===== src/verilog/rv_pkg.sv =====
package rv_pkg;

    typedef logic [31:0] word_t;      // Data, address or instruction word
    typedef logic [4:0]  reg_addr_t;
    typedef logic [2:0]  funct3_t;

    // Major opcode, instruction bits 6 to 2
    typedef enum logic [4:0] {
        LOAD   = 5'b00000,
        OP_IMM = 5'b00100,
        AUIPC  = 5'b00101,
        STORE  = 5'b01000,
        OP     = 5'b01100,
        LUI    = 5'b01101,
        BRANCH = 5'b11000,
        JALR   = 5'b11001,
        JAL    = 5'b11011
    } opcode_e;

    // Branch conditions
    localparam funct3_t F3_BEQ  = 3'b000;
    localparam funct3_t F3_BNE  = 3'b001;
    localparam funct3_t F3_BLT  = 3'b100;
    localparam funct3_t F3_BGE  = 3'b101;
    localparam funct3_t F3_BLTU = 3'b110;
    localparam funct3_t F3_BGEU = 3'b111;

    // ALU functions
    localparam funct3_t F3_ADD  = 3'b000;
    localparam funct3_t F3_SLL  = 3'b001;
    localparam funct3_t F3_SLT  = 3'b010;
    localparam funct3_t F3_SLTU = 3'b011;
    localparam funct3_t F3_XOR  = 3'b100;
    localparam funct3_t F3_SR   = 3'b101;
    localparam funct3_t F3_OR   = 3'b110;
    localparam funct3_t F3_AND  = 3'b111;

    localparam word_t RESET_PC    = 32'h0000_0000;
    localparam word_t NOP_INSTR   = 32'h0000_0013;  // ADDI x0,x0,0
    localparam word_t INSTR_BYTES = 32'd4;

endpackage


===== src/verilog/rv_fetch.sv =====
`timescale 1ns/1ps

module rv_fetch (
    input  logic          clk,
    input  logic          rst_n,
    input  logic          redirect_i,
    input  rv_pkg::word_t redirect_pc_i,
    output rv_pkg::word_t imem_addr_o,
    input  rv_pkg::word_t imem_rdata_i,
    output logic          if_valid_o,
    output rv_pkg::word_t if_pc_o,
    output rv_pkg::word_t if_instr_o
);
    import rv_pkg::*;

    word_t pc_q;

    assign imem_addr_o = pc_q;  // Memory answers in the same cycle

    // ------------------------------
    // PC and IF/ID register
    // ------------------------------
    always_ff @(posedge clk or negedge rst_n) begin
        if (!rst_n) begin
            pc_q       <= RESET_PC;
            if_valid_o <= 1'b0;
            if_instr_o <= NOP_INSTR;
        end else begin
            pc_q       <= redirect_i ? redirect_pc_i : pc_q + INSTR_BYTES;  // Predict not taken
            if_valid_o <= !redirect_i;
            if_instr_o <= redirect_i ? NOP_INSTR : imem_rdata_i;  // Bubble on squash
        end
    end

    always_ff @(posedge clk) begin
        if_pc_o <= pc_q;
    end

endmodule


===== src/verilog/rv_regfile.sv =====
`timescale 1ns/1ps

module rv_regfile (
    input  logic              clk,
    input  logic              rst_n,
    input  rv_pkg::reg_addr_t rs1_i,
    input  rv_pkg::reg_addr_t rs2_i,
    output rv_pkg::word_t     rs1_data_o,
    output rv_pkg::word_t     rs2_data_o,
    input  logic              we_i,
    input  rv_pkg::reg_addr_t waddr_i,
    input  rv_pkg::word_t     wdata_i
);
    import rv_pkg::*;

    word_t regs [1:31];  // x0 has no storage

    always_ff @(posedge clk or negedge rst_n) begin
        if (!rst_n) begin
            for (int i = 1; i < 32; i++) begin
                regs[i] <= '0;
            end
        end else if (we_i && waddr_i != '0) begin
            regs[waddr_i] <= wdata_i;
        end
    end

    // Same-cycle write is visible to the reader
    function automatic word_t read_port(input reg_addr_t addr);
        if (addr == '0)
            return '0;
        else if (we_i && waddr_i == addr)
            return wdata_i;
        else
            return regs[addr];
    endfunction

    assign rs1_data_o = read_port(rs1_i);
    assign rs2_data_o = read_port(rs2_i);

endmodule


===== src/verilog/rv_decode.sv =====
`timescale 1ns/1ps

module rv_decode (
    input  logic              clk,
    input  logic              rst_n,
    input  logic              if_valid_i,
    input  rv_pkg::word_t     if_pc_i,
    input  rv_pkg::word_t     if_instr_i,
    input  logic              flush_i,
    input  rv_pkg::word_t     rs1_data_i,
    input  rv_pkg::word_t     rs2_data_i,
    output rv_pkg::reg_addr_t rs1_o,
    output rv_pkg::reg_addr_t rs2_o,
    output logic              ex_valid_o,
    output rv_pkg::opcode_e   ex_opcode_o,
    output rv_pkg::funct3_t   ex_funct3_o,
    output logic              ex_alt_o,
    output rv_pkg::word_t     ex_pc_o,
    output rv_pkg::word_t     ex_imm_o,
    output rv_pkg::word_t     ex_rs1_val_o,
    output rv_pkg::word_t     ex_rs2_val_o,
    output rv_pkg::reg_addr_t ex_rd_o,
    output logic              ex_rd_we_o
);
    import rv_pkg::*;

    opcode_e   opcode;
    funct3_t   funct3;
    reg_addr_t rd;
    word_t     imm;
    logic      legal;
    logic      rd_we;
    logic      alt;

    assign opcode = opcode_e'(if_instr_i[6:2]);
    assign funct3 = if_instr_i[14:12];
    assign rd     = if_instr_i[11:7];
    assign rs1_o  = if_instr_i[19:15];  // Same field in every format
    assign rs2_o  = if_instr_i[24:20];

    // ------------------------------
    // Control and immediate
    // ------------------------------
    always_comb begin
        legal = (if_instr_i[1:0] == 2'b11);
        rd_we = 1'b0;
        alt   = 1'b0;
        imm   = {{20{if_instr_i[31]}}, if_instr_i[31:20]};  // I format by default
        case (opcode)
            LOAD, JALR: rd_we = 1'b1;
            OP_IMM: begin
                rd_we = 1'b1;
                alt   = (funct3 == F3_SR) && if_instr_i[30];  // SRAI
            end
            OP: begin
                rd_we = 1'b1;
                alt   = if_instr_i[30];  // SUB or SRA
            end
            LUI, AUIPC: begin
                rd_we = 1'b1;
                imm   = {if_instr_i[31:12], 12'b0};
            end
            STORE: imm = {{20{if_instr_i[31]}}, if_instr_i[31:25], if_instr_i[11:7]};
            BRANCH: begin
                imm = {{19{if_instr_i[31]}}, if_instr_i[31], if_instr_i[7],
                       if_instr_i[30:25], if_instr_i[11:8], 1'b0};
            end
            JAL: begin
                rd_we = 1'b1;
                imm   = {{11{if_instr_i[31]}}, if_instr_i[31], if_instr_i[19:12],
                         if_instr_i[20], if_instr_i[30:21], 1'b0};
            end
            default: legal = 1'b0;  // Runs as a no-op
        endcase
        if (rd == '0) begin
            rd_we = 1'b0;
        end
    end

    // ------------------------------
    // ID/EX register
    // ------------------------------
    always_ff @(posedge clk or negedge rst_n) begin
        if (!rst_n)
            ex_valid_o <= 1'b0;
        else
            ex_valid_o <= if_valid_i && legal && !flush_i;
    end

    always_ff @(posedge clk) begin
        ex_opcode_o  <= opcode;
        ex_funct3_o  <= funct3;
        ex_alt_o     <= alt;
        ex_pc_o      <= if_pc_i;
        ex_imm_o     <= imm;
        ex_rs1_val_o <= rs1_data_i;
        ex_rs2_val_o <= rs2_data_i;
        ex_rd_o      <= rd;
        ex_rd_we_o   <= rd_we;
    end

endmodule


===== src/verilog/rv_alu.sv =====
`timescale 1ns/1ps

module rv_alu (
    input  rv_pkg::word_t   a_i,
    input  rv_pkg::word_t   b_i,
    input  rv_pkg::funct3_t funct3_i,
    input  logic            alt_i,
    output rv_pkg::word_t   result_o,
    input  rv_pkg::funct3_t branch_funct3_i,
    output logic            take_o
);
    import rv_pkg::*;

    logic [4:0] shamt;

    assign shamt = b_i[4:0];

    always_comb begin
        case (funct3_i)
            F3_ADD:  result_o = alt_i ? a_i - b_i : a_i + b_i;
            F3_SLL:  result_o = a_i << shamt;
            F3_SLT:  result_o = {31'b0, $signed(a_i) < $signed(b_i)};
            F3_SLTU: result_o = {31'b0, a_i < b_i};
            F3_XOR:  result_o = a_i ^ b_i;
            F3_SR:   result_o = alt_i ? word_t'($signed(a_i) >>> shamt) : a_i >> shamt;
            F3_OR:   result_o = a_i | b_i;
            F3_AND:  result_o = a_i & b_i;
            default: result_o = '0;
        endcase
    end

    // Branch compare on rs1 and rs2
    always_comb begin
        case (branch_funct3_i)
            F3_BEQ:  take_o = (a_i == b_i);
            F3_BNE:  take_o = (a_i != b_i);
            F3_BLT:  take_o = $signed(a_i) < $signed(b_i);
            F3_BGE:  take_o = $signed(a_i) >= $signed(b_i);
            F3_BLTU: take_o = a_i < b_i;
            F3_BGEU: take_o = a_i >= b_i;
            default: take_o = 1'b0;  // Reserved codes
        endcase
    end

endmodule


===== src/verilog/rv_execute.sv =====
`timescale 1ns/1ps

module rv_execute (
    input  logic              clk,
    input  logic              rst_n,
    input  logic              ex_valid_i,
    input  rv_pkg::opcode_e   ex_opcode_i,
    input  rv_pkg::funct3_t   ex_funct3_i,
    input  logic              ex_alt_i,
    input  rv_pkg::word_t     ex_pc_i,
    input  rv_pkg::word_t     ex_imm_i,
    input  rv_pkg::word_t     ex_rs1_val_i,
    input  rv_pkg::word_t     ex_rs2_val_i,
    input  rv_pkg::reg_addr_t ex_rd_i,
    input  logic              ex_rd_we_i,
    output logic              redirect_o,
    output rv_pkg::word_t     redirect_pc_o,
    output logic              ma_valid_o,
    output rv_pkg::opcode_e   ma_opcode_o,
    output rv_pkg::word_t     ma_result_o,
    output rv_pkg::word_t     ma_store_data_o,
    output rv_pkg::reg_addr_t ma_rd_o,
    output logic              ma_rd_we_o
);
    import rv_pkg::*;

    logic    is_mem;
    logic    take;
    funct3_t alu_funct3;
    word_t   alu_b;
    word_t   alu_result;
    word_t   pc_imm;
    word_t   jalr_sum;
    word_t   result;

    assign is_mem     = (ex_opcode_i == LOAD) || (ex_opcode_i == STORE);
    assign alu_b      = (is_mem || ex_opcode_i == OP_IMM) ? ex_imm_i : ex_rs2_val_i;
    assign alu_funct3 = is_mem ? F3_ADD : ex_funct3_i;  // Address add

    rv_alu u_alu (
        .a_i             (ex_rs1_val_i),
        .b_i             (alu_b),
        .funct3_i        (alu_funct3),
        .alt_i           (ex_alt_i),
        .result_o        (alu_result),
        .branch_funct3_i (ex_funct3_i),
        .take_o          (take)
    );

    // ------------------------------
    // Target and redirect
    // ------------------------------
    assign pc_imm        = ex_pc_i + ex_imm_i;  // Also the AUIPC result
    assign jalr_sum      = ex_rs1_val_i + ex_imm_i;
    assign redirect_pc_o = (ex_opcode_i == JALR) ? {jalr_sum[31:1], 1'b0} : pc_imm;
    assign redirect_o    = ex_valid_i && ((ex_opcode_i == BRANCH && take) ||
                                          ex_opcode_i == JAL || ex_opcode_i == JALR);

    always_comb begin
        case (ex_opcode_i)
            JAL, JALR: result = ex_pc_i + INSTR_BYTES;  // Link address
            LUI:       result = ex_imm_i;
            AUIPC:     result = pc_imm;
            default:   result = alu_result;
        endcase
    end

    // ------------------------------
    // EX/MA register
    // ------------------------------
    always_ff @(posedge clk or negedge rst_n) begin
        if (!rst_n)
            ma_valid_o <= 1'b0;
        else
            ma_valid_o <= ex_valid_i;
    end

    always_ff @(posedge clk) begin
        ma_opcode_o     <= ex_opcode_i;
        ma_result_o     <= result;
        ma_store_data_o <= ex_rs2_val_i;
        ma_rd_o         <= ex_rd_i;
        ma_rd_we_o      <= ex_rd_we_i;
    end

endmodule


===== src/verilog/rv_mem_wb.sv =====
`timescale 1ns/1ps

module rv_mem_wb (
    input  logic              clk,
    input  logic              rst_n,
    input  logic              ma_valid_i,
    input  rv_pkg::opcode_e   ma_opcode_i,
    input  rv_pkg::word_t     ma_result_i,
    input  rv_pkg::word_t     ma_store_data_i,
    input  rv_pkg::reg_addr_t ma_rd_i,
    input  logic              ma_rd_we_i,
    output logic              dmem_req_o,
    output logic              dmem_we_o,
    output rv_pkg::word_t     dmem_addr_o,
    output rv_pkg::word_t     dmem_wdata_o,
    input  rv_pkg::word_t     dmem_rdata_i,
    output logic              rf_we_o,
    output rv_pkg::reg_addr_t rf_waddr_o,
    output rv_pkg::word_t     rf_wdata_o
);
    import rv_pkg::*;

    logic wb_valid;
    logic wb_rd_we;

    // Single-cycle strobe, no back-pressure
    assign dmem_req_o   = ma_valid_i && (ma_opcode_i == LOAD || ma_opcode_i == STORE);
    assign dmem_we_o    = ma_valid_i && (ma_opcode_i == STORE);
    assign dmem_addr_o  = ma_result_i;
    assign dmem_wdata_o = ma_store_data_i;

    // ------------------------------
    // MA/WB register
    // ------------------------------
    always_ff @(posedge clk or negedge rst_n) begin
        if (!rst_n)
            wb_valid <= 1'b0;
        else
            wb_valid <= ma_valid_i;
    end

    always_ff @(posedge clk) begin
        wb_rd_we   <= ma_rd_we_i;
        rf_waddr_o <= ma_rd_i;
        rf_wdata_o <= (ma_opcode_i == LOAD) ? dmem_rdata_i : ma_result_i;  // Load data is same-cycle
    end

    assign rf_we_o = wb_valid && wb_rd_we;

endmodule


===== src/verilog/rv_core.sv =====
`timescale 1ns/1ps

module rv_core (
    input  logic          clk,
    input  logic          rst_n,
    output rv_pkg::word_t imem_addr_o,
    input  rv_pkg::word_t imem_rdata_i,
    output logic          dmem_req_o,
    output logic          dmem_we_o,
    output rv_pkg::word_t dmem_addr_o,
    output rv_pkg::word_t dmem_wdata_o,
    input  rv_pkg::word_t dmem_rdata_i
);
    import rv_pkg::*;

    logic      redirect;
    word_t     redirect_pc;
    logic      if_valid;
    word_t     if_pc, if_instr;
    reg_addr_t rs1, rs2;
    word_t     rs1_data, rs2_data;
    logic      ex_valid, ex_alt, ex_rd_we;
    opcode_e   ex_opcode;
    funct3_t   ex_funct3;
    word_t     ex_pc, ex_imm, ex_rs1_val, ex_rs2_val;
    reg_addr_t ex_rd;
    logic      ma_valid, ma_rd_we;
    opcode_e   ma_opcode;
    word_t     ma_result, ma_store_data;
    reg_addr_t ma_rd;
    logic      rf_we;
    reg_addr_t rf_waddr;
    word_t     rf_wdata;

    rv_fetch u_fetch (
        .clk, .rst_n,
        .redirect_i (redirect), .redirect_pc_i (redirect_pc),
        .imem_addr_o, .imem_rdata_i,
        .if_valid_o (if_valid), .if_pc_o (if_pc), .if_instr_o (if_instr)
    );

    rv_regfile u_regfile (
        .clk, .rst_n,
        .rs1_i (rs1), .rs2_i (rs2), .rs1_data_o (rs1_data), .rs2_data_o (rs2_data),
        .we_i (rf_we), .waddr_i (rf_waddr), .wdata_i (rf_wdata)
    );

    rv_decode u_decode (
        .clk, .rst_n,
        .if_valid_i (if_valid), .if_pc_i (if_pc), .if_instr_i (if_instr),
        .flush_i (redirect), .rs1_data_i (rs1_data), .rs2_data_i (rs2_data),
        .rs1_o (rs1), .rs2_o (rs2),
        .ex_valid_o (ex_valid), .ex_opcode_o (ex_opcode), .ex_funct3_o (ex_funct3),
        .ex_alt_o (ex_alt), .ex_pc_o (ex_pc), .ex_imm_o (ex_imm),
        .ex_rs1_val_o (ex_rs1_val), .ex_rs2_val_o (ex_rs2_val),
        .ex_rd_o (ex_rd), .ex_rd_we_o (ex_rd_we)
    );

    rv_execute u_execute (
        .clk, .rst_n,
        .ex_valid_i (ex_valid), .ex_opcode_i (ex_opcode), .ex_funct3_i (ex_funct3),
        .ex_alt_i (ex_alt), .ex_pc_i (ex_pc), .ex_imm_i (ex_imm),
        .ex_rs1_val_i (ex_rs1_val), .ex_rs2_val_i (ex_rs2_val),
        .ex_rd_i (ex_rd), .ex_rd_we_i (ex_rd_we),
        .redirect_o (redirect), .redirect_pc_o (redirect_pc),
        .ma_valid_o (ma_valid), .ma_opcode_o (ma_opcode), .ma_result_o (ma_result),
        .ma_store_data_o (ma_store_data), .ma_rd_o (ma_rd), .ma_rd_we_o (ma_rd_we)
    );

    rv_mem_wb u_mem_wb (
        .clk, .rst_n,
        .ma_valid_i (ma_valid), .ma_opcode_i (ma_opcode), .ma_result_i (ma_result),
        .ma_store_data_i (ma_store_data), .ma_rd_i (ma_rd), .ma_rd_we_i (ma_rd_we),
        .dmem_req_o, .dmem_we_o, .dmem_addr_o, .dmem_wdata_o, .dmem_rdata_i,
        .rf_we_o (rf_we), .rf_waddr_o (rf_waddr), .rf_wdata_o (rf_wdata)
    );

endmodule


===== config.mk =====
export PLATFORM = sky130hd
export DESIGN_NAME = rv_core
export DESIGN_NICKNAME = d
export VERILOG_FILES = /design/src/verilog/rv_pkg.sv /design/src/verilog/rv_fetch.sv /design/src/verilog/rv_regfile.sv /design/src/verilog/rv_decode.sv /design/src/verilog/rv_alu.sv /design/src/verilog/rv_execute.sv /design/src/verilog/rv_mem_wb.sv /design/src/verilog/rv_core.sv
export SDC_FILE = /design/constraint.sdc
export NUM_CORES = 2
export LEC_CHECK = 0
export ABC_AREA = 1
export BUFFER_PORTS_ARGS = -buffer_cell sky130_fd_sc_hd__buf_2
export CORE_UTILIZATION = 25
export DETAILED_ROUTE_END_ITERATION = 16
export PLACE_DENSITY = 0.39
export SYNTH_ARGS = -nofsm -noshare
export SYNTH_HDL_FRONTEND = slang
export SYNTH_SLANG_ARGS = --single-unit

===== constraint.sdc =====
create_clock -name clk -period 4.4 [get_ports clk]
set_clock_uncertainty 0.15 [all_clocks]
set_input_delay 0.66 -clock clk [delete_from_list [all_inputs] [get_ports clk]]
set_output_delay 0.66 -clock clk [all_outputs]
set_load 0.005 [all_outputs]

# ---- Word level (Yosys, flattened, before mapping)
# Cells that the tools add are included.
dict set report word_totals {
  regBits 1348
  input_bits 66
}
dict set report classes {
  add_sub_neg 6
  magnitude_cmp 8
  eq_ne 34
  shifts 3
  n_mux 26
  bitwise 6
  n_reduce_logical 31
}
# op count
set op_table {}
lappend op_table {{992-bit bitwise mux} 1}
lappend op_table {{32-bit two-way mux} 14}
lappend op_table {{32-bit binary-select mux with 5-bit select} 2}
lappend op_table {{32-bit one-hot mux with 8 select lines} 1}
lappend op_table {{32-bit demux with 5-bit select} 1}
lappend op_table {{31-bit one-hot mux with 4 select lines} 1}
lappend op_table {{32-bit adder} 3}
lappend op_table {{32-bit one-hot mux with 3 select lines} 1}
lappend op_table {{32-bit by 3-bit adder with 32-bit output, second input constant} 2}
lappend op_table {{32-bit >= comparator} 2}
lappend op_table {{32-bit less-than comparator} 2}
lappend op_table {{32-bit bitwise AND} 1}
lappend op_table {{32-bit equality test} 1}
lappend op_table {{32-bit != test} 1}
lappend op_table {{32-bit OR} 1}
lappend op_table {{32-bit by 5-bit << shifter with 32-bit output} 1}
lappend op_table {{32-bit by 5-bit >> shifter with 32-bit output} 1}
lappend op_table {{32-bit by 5-bit >>> shifter with 32-bit output} 1}
lappend op_table {{32-bit subtractor} 1}
lappend op_table {{32-bit XOR} 1}
lappend op_table {{5-bit by 4-bit equality test with 1-bit output, second input constant} 6}
lappend op_table {{5-bit equality test, second input constant} 6}
lappend op_table {{5-bit logical NOT} 6}
lappend op_table {{3-bit equality test, second input constant} 9}
lappend op_table {{20 further kinds} 48}

# ---- Depth between registers and ports, before layout
dict set report depth {
  word_depth 12
  depth_mapped 29
  depth_no_buf 26
}

# ---- Cells and area by module
# Synthesis repeated with hierarchy kept, for this count alone.
dict set report unflattened {
  cells_unflattened 12495
  hier_area_um2 83204.8
}
# mod instances cells_per_inst area_per_inst_um2 seq_area_each_um2
set modules_own_cells {}
lappend modules_own_cells {rv_regfile 1 8130 56126.3 24823.8}
lappend modules_own_cells {rv_alu 1 2050 9895.7 0.0}
lappend modules_own_cells {rv_execute 1 1398 8187.9 1526.5}
lappend modules_own_cells {rv_fetch 1 435 3721.1 2270.9}
lappend modules_own_cells {rv_decode 1 262 3454.6 2887.8}
lappend modules_own_cells {rv_mem_wb 1 220 1819.2 785.8}

# ---- Least setup slack after synthesis
# No wires, ideal clock.
dict set report synth_path {
  path_type {reg-to-reg}
  from {register u_decode.ex_opcode_o[2]}
  to {register u_fetch.pc_q[25], in the netlist u_fetch.imem_addr_o[25]}
  setup_time_ps 117
  t_arrival_ps 3282
  setup_slack_ps 851
  path_stages_with_launch 26
  n_path_buf 4
  period_less_slack_ps 3549
  cell_sequence {dfxtp_1 nand2_2 nand3_4 buf_4 clkbuf_1 nand2_1 o21ai_0 inv_1 ha_1 clkbuf_1 inv_1 a21oi_1 inv_1 a21oi_1 o21ai_0 a21oi_1 nand3_1 nand3_1 nand2_1 nand3_2 nand2_2 nand2_4 nand2_4 buf_6 nand2_1 nand2_1}
}
dict set report synth_between {
  elab_chain_cells 11
  elab_cells_between_ends 22
}
# element line_no
set synth_rtl {}
lappend synth_rtl {{start, declared} rv_decode.sv:15} ;# output rv_pkg::opcode_e ex_opcode_o,
lappend synth_rtl {{start signal, assigned} rv_decode.sv:91} ;# ex_opcode_o <= opcode;
lappend synth_rtl {{5-bit by 4-bit equality test with 1-bit output / 5-bit logical NOT (equally long branches)} rv_execute.sv:36} ;# assign is_mem = (ex_opcode_i == LOAD) || (ex_opcode_i == STORE);
lappend synth_rtl {{1-bit logical OR} rv_execute.sv:36}
lappend synth_rtl {{1-bit logical OR} rv_execute.sv:37} ;# assign alu_b = (is_mem || ex_opcode_i == OP_IMM) ? ex_imm_i : ex_rs2_val_i;
lappend synth_rtl {{32-bit two-way mux} rv_execute.sv:37}
lappend synth_rtl {{32-bit >= comparator, or another cell as far along} rv_alu.sv:40} ;# F3_BGEU: take_o = a_i >= b_i;
lappend synth_rtl {{1-bit one-hot mux with 6 select lines} rv_alu.sv:34} ;# case (branch_funct3_i)
lappend synth_rtl {{1-bit logical AND} rv_execute.sv:56} ;# assign redirect_o = ex_valid_i && ((ex_opcode_i == BRANCH && take) ||
lappend synth_rtl {{1-bit logical OR} rv_execute.sv:56}
lappend synth_rtl {{1-bit logical OR} rv_execute.sv:57} ;# ex_opcode_i == JAL || ex_opcode_i == JALR);
lappend synth_rtl {{1-bit logical AND} rv_execute.sv:56}
lappend synth_rtl {{32-bit two-way mux *} rv_fetch.sv:29} ;# pc_q <= redirect_i ? redirect_pc_i : pc_q + INSTR_BYTES;
lappend synth_rtl {{end signal, assigned} rv_fetch.sv:29}
lappend synth_rtl {{end, declared} rv_fetch.sv:16} ;# word_t pc_q;
# Mark *: on every way between the ends. The rest lies on a longest branch, timed or not.
# A chain may end at the register's enable or synchronous reset.

# ---- Worst setup path in the final report
dict set report layout_path {
  from {register u_decode.ex_opcode_o[2]}
  to {register u_execute.ma_result_o[22]}
}
dict set report layout_between {
  elab_chain_cells 8
  elab_cells_between_ends 32
}
# element line_no
set layout_rtl {}
lappend layout_rtl {{5-bit by 4-bit equality test with 1-bit output / 5-bit logical NOT (equally long branches)} rv_execute.sv:36}
lappend layout_rtl {{1-bit logical OR} rv_execute.sv:36}
lappend layout_rtl {{1-bit logical OR} rv_execute.sv:37}
lappend layout_rtl {{32-bit two-way mux} rv_execute.sv:37}
lappend layout_rtl {{32-bit adder, or another cell as far along} rv_alu.sv:20} ;# F3_ADD: result_o = alt_i ? a_i - b_i : a_i + b_i;
lappend layout_rtl {{32-bit two-way mux (on tied branches)} {rv_alu.sv:20, rv_alu.sv:25}}
lappend layout_rtl {{32-bit one-hot mux with 8 select lines} rv_alu.sv:19} ;# case (funct3_i)
lappend layout_rtl {{32-bit one-hot mux with 3 select lines *} rv_execute.sv:60} ;# case (ex_opcode_i)
lappend layout_rtl {{named net u_execute.result[22]} rv_execute.sv:34} ;# word_t result;
lappend layout_rtl {{end signal, assigned} rv_execute.sv:80} ;# ma_result_o <= result;
lappend layout_rtl {{end, declared} rv_execute.sv:20} ;# output rv_pkg::word_t ma_result_o,
# Mark *: on every way through the listed nets, which the timed path passes. The rest lies on a longest branch.

==> results.py <==
metrics = {
    "cts": {
        "cts_inserted_buffers": 176,
        "cts_tree": "done",
        "root_buffer": "clkbuf_16",
        "htreeDepth": 4,
        "path_clk_slew_ns": 0.06,
        "clock-sinks": 1348,
        "cts_max_path_buffers": 4,
        "cts_setup_buffers": 0,
        "clk_latency_ns": 0.88,
    },
    "power_and_ir_drop": {
        "internal_power_mw": 24.72,
        "cellLeakagePower_nw": 38.24,
        "power_density_nw_per_um2": 421.5,
        "power_switching_mw": 13.37,
        "ir_drop_mv": 0.2590,
        "p_comb_share_pct": 23.4,
        "switching_share_pct": 35.10,
        "p_seq_share_pct": 36.4,
        "p_clk_share_pct": 40.2,
    },
    "global_routing": {
        "antenna_found_initial": 32,
        "grt_pass1_vias": 74210,
        "overflow": 0,
        "grt_max_degree": 134,
        "track_usage_pct": 26.23,
        "grt_pass1_wl_um": 582400,
    },
    "worst_setup_path": {
        "endpoint_kind": "register",
        "reg2reg_depth": 20,
        "critPathLaunchType": "register",
        "cp_max_fo": 20,
        "critPathKind": "register to register",
        "critPathRequiredTime_ns": 5.04,
        "cp.arrival_ns": 4.82,
    },
    "timing": {
        "maxSlewHeadroom_pct": 14.19,
        "fin_setup_tns_ns": 0,
        "max_slew.worst_pin.slew_ns": 1.287,
        "hold_violations": 0,
        "slew_viol_final": 0,
        "setup_violations": 0,
        "period_share_pct": 95.11,
        "final.min_clock_period_ns": 4.185,
        "fin_ws_ns": 0.2150,
        "rsz0062_at_grt": "true",
        "fmax_mhz": 238.9,
    },
    "logic_synthesis": {
        "ys_top_cells_by_area": "dfrtp_1, o21ai_0, nand2_1",
        "yosysTopAreaCellShare_pct": 34.77,
        "synth-seq-cells": 1348,
        "synth_area_um2": 76080,
        "async_flop_share_pct": 78.64,
        "synthDistinctLibCells": 68,
        "synth_ff_type": "dfrtp_1",
        "yosysSeqAreaShare_pct": 42.45,
        "synth-edff-count": 0,
        "yosys.area.top_type": "dfrtp_1",
        "yosysWarningCount": 0,
        "syn_inst": 10350,
        "postSynthAreaPerCell_um2": 7.347,
        "synth_nets": 10580,
    },
    "routing": {
        "ant_nets": 0,
        "via_per_inst": 5.383,
        "wl_per_cell_um": 28.51,
        "drtIter0Drc": 9161,
        "firstDrtPassIters": 13,
        "num_vias": 78200,
        "drc": 3,
        "drt_wl_total_um": 414200,
    },
    "outcome": {
        "violations": "DRC",
        "status": "finished, violations left",
    },
    "min_path": {
        "worstHoldPathCells": 2,
        "holdCritPathClass": "input port to register",
    },
    "placement": {
        "io_buffer_count": 163,
        "place_ws_ns": 0.1704,
        "gp_congestion": 1.006,
        "hpwl_um": 276000,
    },
    "layout": {
        "fillCellCount": 32780,
        "final_cell_mix": "o21ai_0, nand2_1, dfrtp_1",
        "drive_gt1_share_pct": 10.07,
        "fin_nets": 10630,
        "syn_to_final_growth_pct": 18.77,
        "final_common_cell": "o21ai_0",
    },
    "floorplan": {
        "core_area_um2": 302800,
        "die_w_um": 553.6,
        "initial_core_util_pct": 25.13,
        "fp-row-count": 202,
        "die_area_um2": 306500,
        "die_h_um": 553.6,
        "pin_count": 164,
    },
    "flow_run": {
        "drv_cap": 0,
    },
}
[logic make-up (layout without fill, tap and decap cells)]
family | count (synthesis) | after routing | synth area share (%)
flops | 1348 | 1348 | 42.45
fa+ha+maj | 156 | 156 | 2.595
compound gates | 3701 | 3701 | 27.05
xor+xnor | 77 | 77 | 0.8865
mux | 57 | 57 | 0.8026
simple gates | 3426 | 3426 | 18.27
other cells | 0 | 6 | 0
buf+inv | 1589 | 1777 | 7.944
[cell type report]
class / instances / area [µm²] / area share [%]
diodes: 6 / 15.01 / 0.01662
multi-input cells: 7417 / 38080 / 42.15
inverters: 767 / 2912 / 3.222
well taps: 3978 / 4977 / 5.509
clock buffers: 256 / 5234 / 5.792
clock inverters: 60 / 788.3 / 0.8724
flip-flops and latches: 1348 / 32330 / 35.78
repair buffers: 694 / 6015 / 6.657
[critical path: stages, from the launching register on]
cell,delay [ns]
dfxtp_1,0.34
nand2_2,0.13
nand3_4,0.18
buf_4,0.33
nand2_1,0.09
o21ai_1,0.14
inv_1,0.09
ha_1,0.41
a21oi_1,0.25
a21boi_0,0.27
o21ai_0,0.19
a21oi_2,0.22
o21ai_0,0.13
a21oi_1,0.31
inv_1,0.09
a21oi_1,0.14
nand2_1,0.08
nand3_1,0.12
nand3_1,0.07
a21boi_0,0.26
buf_4,0.15
[cells in the mapped netlist, types with 46 or more instances]
cell / number
o21ai_0: 2209
o22ai_1: 94
nor3_1: 46
o211ai_1: 277
a21oi_1: 715
nand4_1: 68
clkbuf_1: 729
o221ai_1: 106
dfrtp_1: 1057
dfxtp_1: 288
nand3_1: 479
inv_1: 748
buf_1: 67
ha_1: 153
nor2_1: 602
xor2_1: 51
nand2_1: 2165
[worst paths after layout]
check                                            endpoint  slack, ns                    start
min in group asynchronous             u_regfile.regs[326]       0.24                    rst_n
worst min-delay path              u_mem_wb.rf_wdata_o[22]        0.1         dmem_rdata_i[22]
worst min register to register       u_decode.ex_pc_o[31]       0.16      u_fetch.if_pc_o[31]
worst max register to register  u_execute.ma_result_o[22]       0.22  u_decode.ex_opcode_o[2]
worst max-delay path            u_execute.ma_result_o[22]       0.22  u_decode.ex_opcode_o[2]
max in group asynchronous             u_regfile.regs[537]       2.59                    rst_n
[metal layers]
metal,GRT usage (%),vias to the layer above,routed length [µm]
met1,36.57,38660,186200
met4,8.501,8,14590
met3,4.069,615,29780
li1,-,35440,-
met5,0,-,51
met2,41.21,3478,183600
[metrics by stage]
stage | utilization, % | area (µm²) | cells | hold slack (ns) | total power, mW
floorplan | - | 76080 | 10350 | 0.1596 | 18.06
global placement | 27.68 | 83820 | 14160 | 0.1596 | 22.91
detailed placement | 27.68 | 83820 | 14160 | 0.1621 | 22.83
CTS | 29.83 | 90330 | 14520 | 0.03481 | 38.36
global route | 29.84 | 90340 | 14520 | 0.07455 | 39.56
finish | 29.84 | 90360 | 14530 | 0.09594 | 38.08
[state kept, by name, summed over array words and instances (netlist names), 3 cells and up]
name                       count
u_execute.ma_result_o         32
u_execute.ma_opcode_o          5
u_decode.ex_imm_o             32
u_fetch.if_instr_o            32
u_decode.ex_rs2_val_o         32
u_decode.ex_opcode_o           5
u_decode.ex_pc_o              32
u_decode.ex_rs1_val_o         32
u_execute.ma_rd_o              5
u_execute.ma_store_data_o     32
u_fetch.imem_addr_o           32
u_decode.ex_funct3_o           3
u_mem_wb.rf_wdata_o           32
u_regfile.regs               992
u_decode.ex_rd_o               5
u_mem_wb.rf_waddr_o            5
u_fetch.if_pc_o               32
[power groups by stage]
stage	Clock, mW	Sequential [mW]	Combinational (mW)
2_1_floorplan	0	13.5	4.52
3_3_place_gp	0	14.1	8.82
3_5_place_dp	0	14.1	8.75
4_1_cts	15.7	13.9	8.82
5_1_grt	16.1	13.9	9.56
6_report	15.3	13.9	8.92
[what timing repair did]
action	4_1_cts	5_1_grt
endpoints found under the setup margin	0	64
endpoints found under the hold margin	77	0
resized for setup	0	6
hold buffers	49	0
Power figures use the tool's default switching activity.
